==> config.mk <==
export PLATFORM = sky130hd
export DESIGN_NAME = rv_exec_top
export DESIGN_NICKNAME = d
export VERILOG_FILES = /design/src/rv_exec_pkg.sv /design/src/rv_exec_if.sv /design/src/rv_decode.sv /design/src/rv_alu.sv /design/src/rv_execute.sv /design/src/rv_result.sv /design/src/rv_exec_top.sv
export VERILOG_INCLUDE_DIRS = /design/src
export SDC_FILE = /design/constraint.sdc
export NUM_CORES = 2
export LEC_CHECK = 0
export BUFFER_PORTS_ARGS = -buffer_cell sky130_fd_sc_hd__buf_2
export CAP_MARGIN = 15
export CORE_MARGIN = 3
export CORE_UTILIZATION = 35
export CTS_CLUSTER_SIZE = 10
export DETAILED_ROUTE_END_ITERATION = 8
export PLACE_DENSITY = 0.59
export SYNTH_ARGS = -nofsm -noshare
export SYNTH_HDL_FRONTEND = slang
export SYNTH_SLANG_ARGS = --single-unit
==> constraint.sdc <==
create_clock -name clk -period 11.7 [get_ports clk]
set_input_delay 0.585 -clock clk [delete_from_list [all_inputs] [get_ports clk]]
set_output_delay 0.585 -clock clk [all_outputs]
set_load 0.02 [all_outputs]
==> src/rv_exec_defs.svh <==
`ifndef RV_EXEC_DEFS_SVH
`define RV_EXEC_DEFS_SVH

// ============================================================
// rv32i widths
// ============================================================

// data word
`define RV_XLEN 32

// instruction word
`define RV_ILEN 32

// register address, x0 to x31
`define RV_REG_AW 5

`endif

==> src/rv_exec_pkg.sv <==
`include "rv_exec_defs.svh"

package rv_exec_pkg;

    // major opcodes of the covered groups
    typedef enum logic [6:0] {
        opc_lui    = 7'b0110111,
        opc_auipc  = 7'b0010111,
        opc_jal    = 7'b1101111,
        opc_jalr   = 7'b1100111,
        opc_branch = 7'b1100011,
        opc_op_imm = 7'b0010011,
        opc_op     = 7'b0110011
    } opcode_e;

    typedef enum logic [3:0] {
        alu_add, alu_sub, alu_sll, alu_slt, alu_sltu,
        alu_xor, alu_srl, alu_sra, alu_or, alu_and
    } alu_op_e;

    // same encoding as the branch funct3
    typedef enum logic [2:0] {
        cmp_beq  = 3'b000,
        cmp_bne  = 3'b001,
        cmp_blt  = 3'b100,
        cmp_bge  = 3'b101,
        cmp_bltu = 3'b110,
        cmp_bgeu = 3'b111
    } cmp_op_e;

    typedef enum logic [1:0] {sel_a_rs1, sel_a_pc, sel_a_zero} op_a_sel_e;

    typedef enum logic [1:0] {sel_b_rs2, sel_b_imm, sel_b_four} op_b_sel_e;

    typedef struct packed {
        opcode_e                opcode;
        alu_op_e                alu_op;
        cmp_op_e                cmp_op;
        op_a_sel_e              a_sel;
        op_b_sel_e              b_sel;
        logic [`RV_REG_AW-1:0]  rs1;
        logic [`RV_REG_AW-1:0]  rs2;
        logic [`RV_REG_AW-1:0]  rd;
        logic                   we;
        logic [`RV_XLEN-1:0]    imm;
        logic                   is_branch;
        logic                   is_jump;
        logic                   target_from_rs1;
        logic                   illegal;
    } decoded_t;

endpackage

==> src/rv_exec_if.sv <==
`timescale 1ns/1ps
`include "rv_exec_defs.svh"

// ============================================================
// register file read port, decode to result
// ============================================================
interface rv_rf_if;
    logic [`RV_REG_AW-1:0] raddr1;
    logic [`RV_REG_AW-1:0] raddr2;
    logic [`RV_XLEN-1:0]   rdata1;
    logic [`RV_XLEN-1:0]   rdata2;

    modport requester (output raddr1, raddr2, input rdata1, rdata2);
    modport provider  (input raddr1, raddr2, output rdata1, rdata2);
endinterface

// decoded instruction, decode to execute
interface rv_dec_if;
    logic                   valid;
    logic                   ready;
    logic [`RV_XLEN-1:0]    pc;
    rv_exec_pkg::decoded_t  item;
    logic [`RV_XLEN-1:0]    rs1_val;
    logic [`RV_XLEN-1:0]    rs2_val;

    modport source (output valid, pc, item, rs1_val, rs2_val, input ready);
    modport sink   (input valid, pc, item, rs1_val, rs2_val, output ready);
endinterface

// finished result, execute to result
interface rv_res_if;
    logic                  valid;
    logic                  ready;
    logic [`RV_XLEN-1:0]   pc;
    logic [`RV_REG_AW-1:0] rd;
    logic                  we;
    logic [`RV_XLEN-1:0]   value;
    logic                  redirect;
    logic [`RV_XLEN-1:0]   target;
    logic                  illegal;

    modport source (output valid, pc, rd, we, value, redirect, target, illegal,
                    input ready);
    modport sink   (input valid, pc, rd, we, value, redirect, target, illegal,
                    output ready);
endinterface

// ============================================================
// forwarding, result back to execute
// ============================================================
interface rv_fwd_if;
    logic                  slot_valid;
    logic [`RV_REG_AW-1:0] slot_rd;
    logic                  slot_we;
    logic [`RV_XLEN-1:0]   slot_value;
    logic                  wb_valid;
    logic [`RV_REG_AW-1:0] wb_rd;
    logic                  wb_we;
    logic [`RV_XLEN-1:0]   wb_value;

    modport producer (output slot_valid, slot_rd, slot_we, slot_value,
                      output wb_valid, wb_rd, wb_we, wb_value);
    modport consumer (input slot_valid, slot_rd, slot_we, slot_value,
                      input wb_valid, wb_rd, wb_we, wb_value);
endinterface

==> src/rv_decode.sv <==
`timescale 1ns/1ps
`include "rv_exec_defs.svh"

module rv_decode (
    input  logic                clk,
    input  logic                rst_n,
    input  logic                in_valid,
    output logic                in_ready,
    input  logic [`RV_ILEN-1:0] in_instr,
    input  logic [`RV_XLEN-1:0] in_pc,
    rv_rf_if.requester          rf,
    rv_dec_if.source            dec
);

    logic [6:0]            funct7;
    logic [2:0]            funct3;
    logic [`RV_XLEN-1:0]   imm_i, imm_u, imm_b, imm_j;
    rv_exec_pkg::decoded_t dcd;

    logic                  run_q;
    logic                  valid_q;
    rv_exec_pkg::decoded_t item_q;
    logic [`RV_XLEN-1:0]   pc_q, rs1_q, rs2_q;

    function automatic rv_exec_pkg::alu_op_e alu_of(input logic [2:0] f3, input logic alt);
        case (f3)
            3'b000:  alu_of = alt ? rv_exec_pkg::alu_sub : rv_exec_pkg::alu_add;
            3'b001:  alu_of = rv_exec_pkg::alu_sll;
            3'b010:  alu_of = rv_exec_pkg::alu_slt;
            3'b011:  alu_of = rv_exec_pkg::alu_sltu;
            3'b100:  alu_of = rv_exec_pkg::alu_xor;
            3'b101:  alu_of = alt ? rv_exec_pkg::alu_sra : rv_exec_pkg::alu_srl;
            3'b110:  alu_of = rv_exec_pkg::alu_or;
            default: alu_of = rv_exec_pkg::alu_and;
        endcase
    endfunction

    assign funct7 = in_instr[31:25];
    assign funct3 = in_instr[14:12];

    assign imm_i = {{20{in_instr[31]}}, in_instr[31:20]};
    assign imm_u = {in_instr[31:12], 12'b0};
    assign imm_b = {{19{in_instr[31]}}, in_instr[31], in_instr[7], in_instr[30:25],
                    in_instr[11:8], 1'b0};
    assign imm_j = {{11{in_instr[31]}}, in_instr[31], in_instr[19:12], in_instr[20],
                    in_instr[30:21], 1'b0};

    // ============================================================
    // field decode
    // ============================================================
    always_comb begin
        dcd                 = '0;
        dcd.opcode          = rv_exec_pkg::opcode_e'(in_instr[6:0]);
        dcd.alu_op          = rv_exec_pkg::alu_add;
        dcd.cmp_op          = rv_exec_pkg::cmp_op_e'(funct3);
        dcd.a_sel           = rv_exec_pkg::sel_a_rs1;
        dcd.b_sel           = rv_exec_pkg::sel_b_imm;
        dcd.rs1             = in_instr[19:15];
        dcd.rs2             = in_instr[24:20];
        dcd.rd              = in_instr[11:7];
        case (dcd.opcode)
            rv_exec_pkg::opc_lui: begin
                dcd.a_sel = rv_exec_pkg::sel_a_zero;
                dcd.imm   = imm_u;
                dcd.we    = 1'b1;
            end
            rv_exec_pkg::opc_auipc: begin
                dcd.a_sel = rv_exec_pkg::sel_a_pc;
                dcd.imm   = imm_u;
                dcd.we    = 1'b1;
            end
            rv_exec_pkg::opc_jal, rv_exec_pkg::opc_jalr: begin
                // link value pc+4 comes out of the alu
                dcd.a_sel           = rv_exec_pkg::sel_a_pc;
                dcd.b_sel           = rv_exec_pkg::sel_b_four;
                dcd.is_jump         = 1'b1;
                dcd.we              = 1'b1;
                dcd.target_from_rs1 = (dcd.opcode == rv_exec_pkg::opc_jalr);
                dcd.imm             = dcd.target_from_rs1 ? imm_i : imm_j;
                dcd.illegal         = dcd.target_from_rs1 && funct3 != 3'b000;
            end
            rv_exec_pkg::opc_branch: begin
                dcd.imm       = imm_b;
                dcd.is_branch = 1'b1;
                dcd.illegal   = funct3[2:1] == 2'b01;
            end
            rv_exec_pkg::opc_op_imm: begin
                dcd.imm     = imm_i;
                dcd.we      = 1'b1;
                dcd.alu_op  = alu_of(funct3, funct3 == 3'b101 && funct7[5]);
                dcd.illegal = (funct3 == 3'b001 && funct7 != 7'h00) ||
                              (funct3 == 3'b101 && funct7 != 7'h00 && funct7 != 7'h20);
            end
            rv_exec_pkg::opc_op: begin
                dcd.b_sel   = rv_exec_pkg::sel_b_rs2;
                dcd.we      = 1'b1;
                dcd.alu_op  = alu_of(funct3, funct7[5]);
                dcd.illegal = !(funct7 == 7'h00 ||
                                (funct7 == 7'h20 && (funct3 == 3'b000 || funct3 == 3'b101)));
            end
            default: dcd.illegal = 1'b1;
        endcase
        // is_branch and is_jump drop too, so an illegal word never redirects
        if (dcd.illegal) begin
            dcd.is_branch = 1'b0;
            dcd.is_jump   = 1'b0;
        end
        dcd.we = dcd.we && !dcd.illegal && dcd.rd != '0;
    end

    assign rf.raddr1 = in_instr[19:15];
    assign rf.raddr2 = in_instr[24:20];

    // ============================================================
    // pipeline register
    // ============================================================
    assign in_ready = run_q && (!valid_q || dec.ready);

    always_ff @(posedge clk or negedge rst_n) begin
        if (!rst_n) begin
            run_q   <= 1'b0;
            valid_q <= 1'b0;
        end else begin
            run_q <= 1'b1;
            if (in_ready)
                valid_q <= in_valid;
        end
    end

    always_ff @(posedge clk) begin
        if (in_valid && in_ready) begin
            item_q <= dcd;
            pc_q   <= in_pc;
            rs1_q  <= rf.rdata1;
            rs2_q  <= rf.rdata2;
        end
    end

    assign dec.valid   = valid_q;
    assign dec.item    = item_q;
    assign dec.pc      = pc_q;
    assign dec.rs1_val = rs1_q;
    assign dec.rs2_val = rs2_q;

endmodule

==> src/rv_alu.sv <==
`timescale 1ns/1ps
`include "rv_exec_defs.svh"

module rv_alu (
    input  rv_exec_pkg::alu_op_e alu_op,
    input  logic [`RV_XLEN-1:0]  a,
    input  logic [`RV_XLEN-1:0]  b,
    output logic [`RV_XLEN-1:0]  y
);

    logic [4:0] shamt;

    assign shamt = b[4:0];

    always_comb begin
        case (alu_op)
            rv_exec_pkg::alu_add:  y = a + b;
            rv_exec_pkg::alu_sub:  y = a - b;
            rv_exec_pkg::alu_sll:  y = a << shamt;
            rv_exec_pkg::alu_slt:  y = {{(`RV_XLEN-1){1'b0}}, $signed(a) < $signed(b)};
            rv_exec_pkg::alu_sltu: y = {{(`RV_XLEN-1){1'b0}}, a < b};
            rv_exec_pkg::alu_xor:  y = a ^ b;
            rv_exec_pkg::alu_srl:  y = a >> shamt;
            // sign fill from bit 31
            rv_exec_pkg::alu_sra:  y = $signed(a) >>> shamt;
            rv_exec_pkg::alu_or:   y = a | b;
            rv_exec_pkg::alu_and:  y = a & b;
            default:               y = '0;
        endcase
    end

endmodule

==> src/rv_execute.sv <==
`timescale 1ns/1ps
`include "rv_exec_defs.svh"

module rv_execute (
    rv_dec_if.sink     dec,
    rv_fwd_if.consumer fwd,
    rv_res_if.source   res
);

    logic [`RV_XLEN-1:0] rs1_v, rs2_v;
    logic [`RV_XLEN-1:0] alu_a, alu_b, alu_y;
    logic [`RV_XLEN-1:0] base, sum;
    logic                taken;

    // held result first, then the last retired one, then the decode read
    function automatic logic [`RV_XLEN-1:0] fwd_pick(input logic [`RV_REG_AW-1:0] rs,
                                                    input logic [`RV_XLEN-1:0] rf_val);
        if (rs != '0 && fwd.slot_valid && fwd.slot_we && fwd.slot_rd == rs)
            fwd_pick = fwd.slot_value;
        else if (rs != '0 && fwd.wb_valid && fwd.wb_we && fwd.wb_rd == rs)
            fwd_pick = fwd.wb_value;
        else
            fwd_pick = rf_val;
    endfunction

    always_comb begin
        rs1_v = fwd_pick(dec.item.rs1, dec.rs1_val);
        rs2_v = fwd_pick(dec.item.rs2, dec.rs2_val);
    end

    // ============================================================
    // operand muxes and alu
    // ============================================================
    always_comb begin
        case (dec.item.a_sel)
            rv_exec_pkg::sel_a_pc:   alu_a = dec.pc;
            rv_exec_pkg::sel_a_zero: alu_a = '0;
            default:                 alu_a = rs1_v;
        endcase
        case (dec.item.b_sel)
            rv_exec_pkg::sel_b_imm:  alu_b = dec.item.imm;
            rv_exec_pkg::sel_b_four: alu_b = `RV_XLEN'd4;
            default:                 alu_b = rs2_v;
        endcase
    end

    rv_alu u_rv_alu (
        .alu_op (dec.item.alu_op),
        .a      (alu_a),
        .b      (alu_b),
        .y      (alu_y)
    );

    // branch compare
    always_comb begin
        case (dec.item.cmp_op)
            rv_exec_pkg::cmp_beq:  taken = rs1_v == rs2_v;
            rv_exec_pkg::cmp_bne:  taken = rs1_v != rs2_v;
            rv_exec_pkg::cmp_blt:  taken = $signed(rs1_v) < $signed(rs2_v);
            rv_exec_pkg::cmp_bge:  taken = $signed(rs1_v) >= $signed(rs2_v);
            rv_exec_pkg::cmp_bltu: taken = rs1_v < rs2_v;
            rv_exec_pkg::cmp_bgeu: taken = rs1_v >= rs2_v;
            default:               taken = 1'b0;
        endcase
    end

    // jalr clears bit 0 of the target
    assign base = dec.item.target_from_rs1 ? rs1_v : dec.pc;
    assign sum  = base + dec.item.imm;

    assign res.valid    = dec.valid;
    assign dec.ready    = res.ready;
    assign res.pc       = dec.pc;
    assign res.rd       = dec.item.rd;
    assign res.we       = dec.item.we;
    assign res.value    = alu_y;
    assign res.redirect = dec.item.is_jump || (dec.item.is_branch && taken);
    assign res.target   = {sum[`RV_XLEN-1:1], sum[0] & ~dec.item.target_from_rs1};
    assign res.illegal  = dec.item.illegal;

endmodule

==> src/rv_result.sv <==
`timescale 1ns/1ps
`include "rv_exec_defs.svh"

module rv_result (
    input  logic                  clk,
    input  logic                  rst_n,
    rv_res_if.sink                res,
    rv_fwd_if.producer            fwd,
    rv_rf_if.provider             rf,
    output logic                  out_valid,
    input  logic                  out_ready,
    output logic [`RV_XLEN-1:0]   out_pc,
    output logic [`RV_XLEN-1:0]   out_value,
    output logic [`RV_XLEN-1:0]   out_target,
    output logic [`RV_REG_AW-1:0] out_rd,
    output logic                  out_we,
    output logic                  out_redirect,
    output logic                  out_illegal
);

    logic                  slot_q;
    logic                  leave;
    logic [`RV_XLEN-1:0]   pc_q, value_q, target_q;
    logic [`RV_REG_AW-1:0] rd_q;
    logic                  we_q, redirect_q, illegal_q;

    // x0 is not stored
    logic [`RV_XLEN-1:0]   regs [1:31];

    logic                  wb_q;
    logic [`RV_REG_AW-1:0] wb_rd_q;
    logic                  wb_we_q;
    logic [`RV_XLEN-1:0]   wb_value_q;

    // write-through for the register leaving this cycle
    function automatic logic [`RV_XLEN-1:0] rf_read(input logic [`RV_REG_AW-1:0] addr);
        if (addr == '0)
            rf_read = '0;
        else if (leave && we_q && rd_q == addr)
            rf_read = value_q;
        else
            rf_read = regs[addr];
    endfunction

    assign leave     = slot_q && out_ready;
    assign res.ready = !slot_q || out_ready;

    // ============================================================
    // result slot
    // ============================================================
    always_ff @(posedge clk or negedge rst_n) begin
        if (!rst_n)
            slot_q <= 1'b0;
        else if (res.ready)
            slot_q <= res.valid;
    end

    always_ff @(posedge clk) begin
        if (res.valid && res.ready) begin
            pc_q       <= res.pc;
            rd_q       <= res.rd;
            we_q       <= res.we;
            value_q    <= res.value;
            redirect_q <= res.redirect;
            target_q   <= res.target;
            illegal_q  <= res.illegal;
        end
    end

    // ============================================================
    // register file and last retired record
    // ============================================================
    always_ff @(posedge clk or negedge rst_n) begin
        if (!rst_n) begin
            for (int i = 1; i < 32; i++)
                regs[i] <= '0;
        end else if (leave && we_q) begin
            regs[rd_q] <= value_q;
        end
    end

    always_ff @(posedge clk or negedge rst_n) begin
        if (!rst_n)
            wb_q <= 1'b0;
        else if (leave)
            wb_q <= 1'b1;
    end

    always_ff @(posedge clk) begin
        if (leave) begin
            wb_rd_q    <= rd_q;
            wb_we_q    <= we_q;
            wb_value_q <= value_q;
        end
    end

    always_comb begin
        rf.rdata1 = rf_read(rf.raddr1);
        rf.rdata2 = rf_read(rf.raddr2);
    end

    assign fwd.slot_valid = slot_q;
    assign fwd.slot_rd    = rd_q;
    assign fwd.slot_we    = we_q;
    assign fwd.slot_value = value_q;
    assign fwd.wb_valid   = wb_q;
    assign fwd.wb_rd      = wb_rd_q;
    assign fwd.wb_we      = wb_we_q;
    assign fwd.wb_value   = wb_value_q;

    assign out_valid    = slot_q;
    assign out_pc       = pc_q;
    assign out_value    = value_q;
    assign out_target   = target_q;
    assign out_rd       = rd_q;
    assign out_we       = we_q;
    assign out_redirect = redirect_q;
    assign out_illegal  = illegal_q;

endmodule

==> src/rv_exec_top.sv <==
`timescale 1ns/1ps
`include "rv_exec_defs.svh"

module rv_exec_top (
    input  logic                  clk,
    input  logic                  rst_n,
    input  logic                  in_valid,
    output logic                  in_ready,
    input  logic [`RV_ILEN-1:0]   in_instr,
    input  logic [`RV_XLEN-1:0]   in_pc,
    output logic                  out_valid,
    input  logic                  out_ready,
    output logic [`RV_XLEN-1:0]   out_pc,
    output logic [`RV_REG_AW-1:0] out_rd,
    output logic                  out_we,
    output logic [`RV_XLEN-1:0]   out_value,
    output logic                  out_redirect,
    output logic [`RV_XLEN-1:0]   out_target,
    output logic                  out_illegal
);

    rv_rf_if  rf_bus ();
    rv_dec_if dec_bus ();
    rv_res_if res_bus ();
    rv_fwd_if fwd_bus ();

    // decode -> execute -> result, forwarding loops back from result
    rv_decode u_rv_decode (
        .clk      (clk),
        .rst_n    (rst_n),
        .in_valid (in_valid),
        .in_ready (in_ready),
        .in_instr (in_instr),
        .in_pc    (in_pc),
        .rf       (rf_bus.requester),
        .dec      (dec_bus.source)
    );

    rv_execute u_rv_execute (
        .dec (dec_bus.sink),
        .fwd (fwd_bus.consumer),
        .res (res_bus.source)
    );

    rv_result u_rv_result (
        .clk          (clk),
        .rst_n        (rst_n),
        .res          (res_bus.sink),
        .fwd          (fwd_bus.producer),
        .rf           (rf_bus.provider),
        .out_valid    (out_valid),
        .out_ready    (out_ready),
        .out_pc       (out_pc),
        .out_value    (out_value),
        .out_target   (out_target),
        .out_rd       (out_rd),
        .out_we       (out_we),
        .out_redirect (out_redirect),
        .out_illegal  (out_illegal)
    );

endmodule

==> summary.md <==
| Metric | Value |
|---|---|
| CTS tree | `yes` |
| Fmax | `138 MHz` |
| Area Overhead vs Synth | `11.2%` |
| Nets | `6156` |
| Die width | `476 um` |
| Total Neg Setup Slack | `0 ns` |
| Multi-input gate area | `40700 um^2` |
| Largest net degree at the start of global routing | `186` |
| Worst-Margin Slew | `1.14 ns` |
| Post-CTS Setup Bufs | `0` |
| Syn_nets | `6178` |
| Area contributors post-synth | `dfrtp_1, mux4_2, mux2_2` |
| Share of cells above drive strength 1 | `37.6%` |
| Fin crit share | `61.8%` |
| Post-DP HPWL | `176000 um` |
| Outcome | `complete, no violations` |
| Via count | `53896` |
| DR DRC count | `0` |
| Hold crit path type | `input port to flop` |
| PortBufs | `173` |
| LEAKAGE | `0.0374 uW` |
| RSZ-0062 raised after global routing | `no` |
| Startpoint types | `flop` |
| Seq/Total Area, Yosys | `44.0%` |
| Root buf cell | `clkbuf_16` |
| Register area | `34000 um^2` |
| Mapped cell area | `77200 um^2` |
| Global route hottest layer | `met2` |
| GR Util met2 | `37.7%` |
| Clock Tree Buf Depth | `3` |
| Die area | `226000 um^2` |
| FILL cells | `20520` |
| CP required | `12.21 ns` |
| Fraction of registers with async set/reset | `76.8%` |
| Clock latency at the later pin of the worst-skew pair | `0.82 ns` |
| EDFF count, synth | `301` |
| DRT Pass-1 Iters | `6` |
| H-tree depth | `4` |
| Routed vias/inst | `6.09` |
| Synth area leader | `dfrtp_1` |
| Initial Utilization | `35.4%` |
| Clock slew at the register clock pins of the worst setup and hold paths | `0.05 ns` |
| Pwr dens | `148 nW/um^2` |
| Worst Path Arrival | `7.74 ns` |
| Min cycle time layout | `7.23 ns` |
| Skew final | `0.0577 ns` |
| Clk sinks | `1297` |
| Unique masters post-synth | `94` |
| Drt total wl | `275000 um` |
| Vias in the first global route | `54055` |
| Max VDD drop | `0.000111 V` |
| Final estimated routing congestion in global placement | `0.991` |
| Final setup vio count | `0` |
| Total Routing Usage GR | `24.1%` |
| Design area | `85800 um^2` |
| Row count | `171` |
| IO Count | `174` |
| Gr ovfl total | `0` |
| CP Class | `flop to flop` |
| Yosys warnings | `0` |
| Met1 Use GR | `32.9%` |
| Drt initial violations | `6041` |
| Critical path capture point type | `flop` |
| Synth top area share | `32.3%` |
| Syn_area_per_cell | `13.0 um^2` |
| Commonest non-fill, non-tap cell in the layout | `mux2_2` |
| MaxCap Viol Count | `0` |
| Most used DFF post-synth | `dfrtp_1` |
| Antenna violations before repair | `12` |
| Post-route antenna net violation count | `0` |
| Slew Limit Fails | `0` |
| Die Height | `476 um` |
| #FFs+latches synth | `1297` |
| Routing usage on met3 | `4.50%` |
| TritonCTS Buffers | `154` |
| CP Max Fanout | `51` |
| First-pass GRT wire length | `397000 um` |
| Cells after Synth | `5944` |
| Slew headroom | `23.4%` |
| Core Box Area | `218000 um^2` |
| Most frequent cells in the layout | `mux2_2, dfrtp_1, mux4_2` |
| Post-DP Area | `80900 um^2` |
| Final hold vios | `0` |
| Avg WL per Cell | `31.1 um` |
per-stage QoR:
stage          hold slack (ns)  setup WS [ns]  power (uW)  utilization [%]  instances
6_report                0.0601           4.47       12700             39.3       8846
3_3_place_gp             0.409           4.61        8190             37.1       8584
4_1_cts                0.00723           4.61       12800             39.3       8835
2_1_floorplan            0.289           6.47        7340                -       5944
3_5_place_dp             0.409           4.65        8260             37.1       8584
5_1_grt                 0.0296           3.98       13200             39.3       8837
kinds of logic (layout without fill, tap and decap cells):
kind of cell	count (synthesis)	after routing	synth area share, %
other cells	1	11	0.00486
simple gates	979	979	5.85
flops	1297	1297	44.0
fa+ha+maj	166	166	2.72
mux	1891	1891	35.6
compound gates	845	845	7.25
buf+inv	682	720	3.57
xor+xnor	83	83	0.942
path summary, 6_finish.rpt:
check	startpoint	to	slack, ns	cells after the start
max reg2reg	u_rv_result.fwd.wb_rd[3]	u_rv_result.fwd.slot_value[31]	4.47	21
min reg2reg	u_rv_decode.dec.item[0]	u_rv_result.out_illegal	0.42	0
min	in_instr[9]	u_rv_decode.dec.item[39]	0.06	1
min in group asynchronous	rst_n	u_rv_result.regs[566]	0.44	2
max in group asynchronous	rst_n	u_rv_result.fwd.slot_valid	8.92	4
max	u_rv_result.fwd.wb_rd[3]	u_rv_result.fwd.slot_value[31]	4.47	21
power by group:
group	switching (uW)	internal [uW]
registers	359	5190
logic	1470	1210
clock network	1980	2500
synth_stat cells, types with 83 or more instances:
library cell,n
mux2_2,1061
edfxtp_1,301
inv_1,141
a21oi_1,196
nand3_1,83
mux4_2,576
dfrtp_1,996
nor2_1,336
clkbuf_1,421
o21ai_0,203
ha_1,163
nand2_1,276
mux2i_1,248
area by class of cell:
type,count,area share (%)
diodes,10,0.0292
clock buffers,189,4.69
clock inverters,27,0.564
inverters,146,0.639
multi-input cells,3965,47.4
flip-flops and latches,1297,39.6
well taps,2854,4.16
repair buffers,358,2.91
what timing repair did:
| item | 4_1_cts | 5_1_grt |
|---|---|---|
| resized for setup | 0 | 0 |
| hold buffers | 35 | 0 |
| hold endpoints to repair | 129 | 0 |
routing by layer:
| layer | vias up | part of all wire (%) |
|---|---|---|
| met5 | - | 0.0044 |
| met4 | 2 | 4.6 |
| met3 | 504 | 7.7 |
| met2 | 2389 | 46 |
| met1 | 28473 | 42 |
| li1 | 22528 | - |
state kept, by name, summed over array words and instances (netlist names):
register                    count
u_rv_decode.dec.item           63
u_rv_decode.dec.pc             32
u_rv_decode.dec.rs1_val        32
u_rv_decode.dec.rs2_val        32
u_rv_decode.dec.valid           1
u_rv_decode.run_q               1
u_rv_result.fwd.slot_rd         5
u_rv_result.fwd.slot_valid      1
u_rv_result.fwd.slot_value     32
u_rv_result.fwd.slot_we         1
u_rv_result.fwd.wb_rd           5
u_rv_result.fwd.wb_valid        1
u_rv_result.fwd.wb_value       32
u_rv_result.fwd.wb_we           1
u_rv_result.out_illegal         1
u_rv_result.out_pc             32
u_rv_result.out_redirect        1
u_rv_result.out_target         32
u_rv_result.regs              992
worst max-delay path, stage by stage, from the launching register on:
cell and delay (ns):
edfxtp_1 0.43, xor2_1 0.21, nor4_1 0.43, nand3_2 0.11, buf_4 0.30, a221oi_1 0.45
o21a_2 0.21, buf_4 0.62, inv_1 0.36, buf_4 0.38, ha_1 0.30, or2_2 0.29
o221ai_1 0.30, a21oi_1 0.21, a221oi_1 0.59, o21ai_0 0.51, o211ai_1 0.35, a21boi_0 0.12
o21ai_0 0.22, mux2i_1 0.11, a211oi_1 0.29, nand3_1 0.13
(Power assumes the default switching activity.)
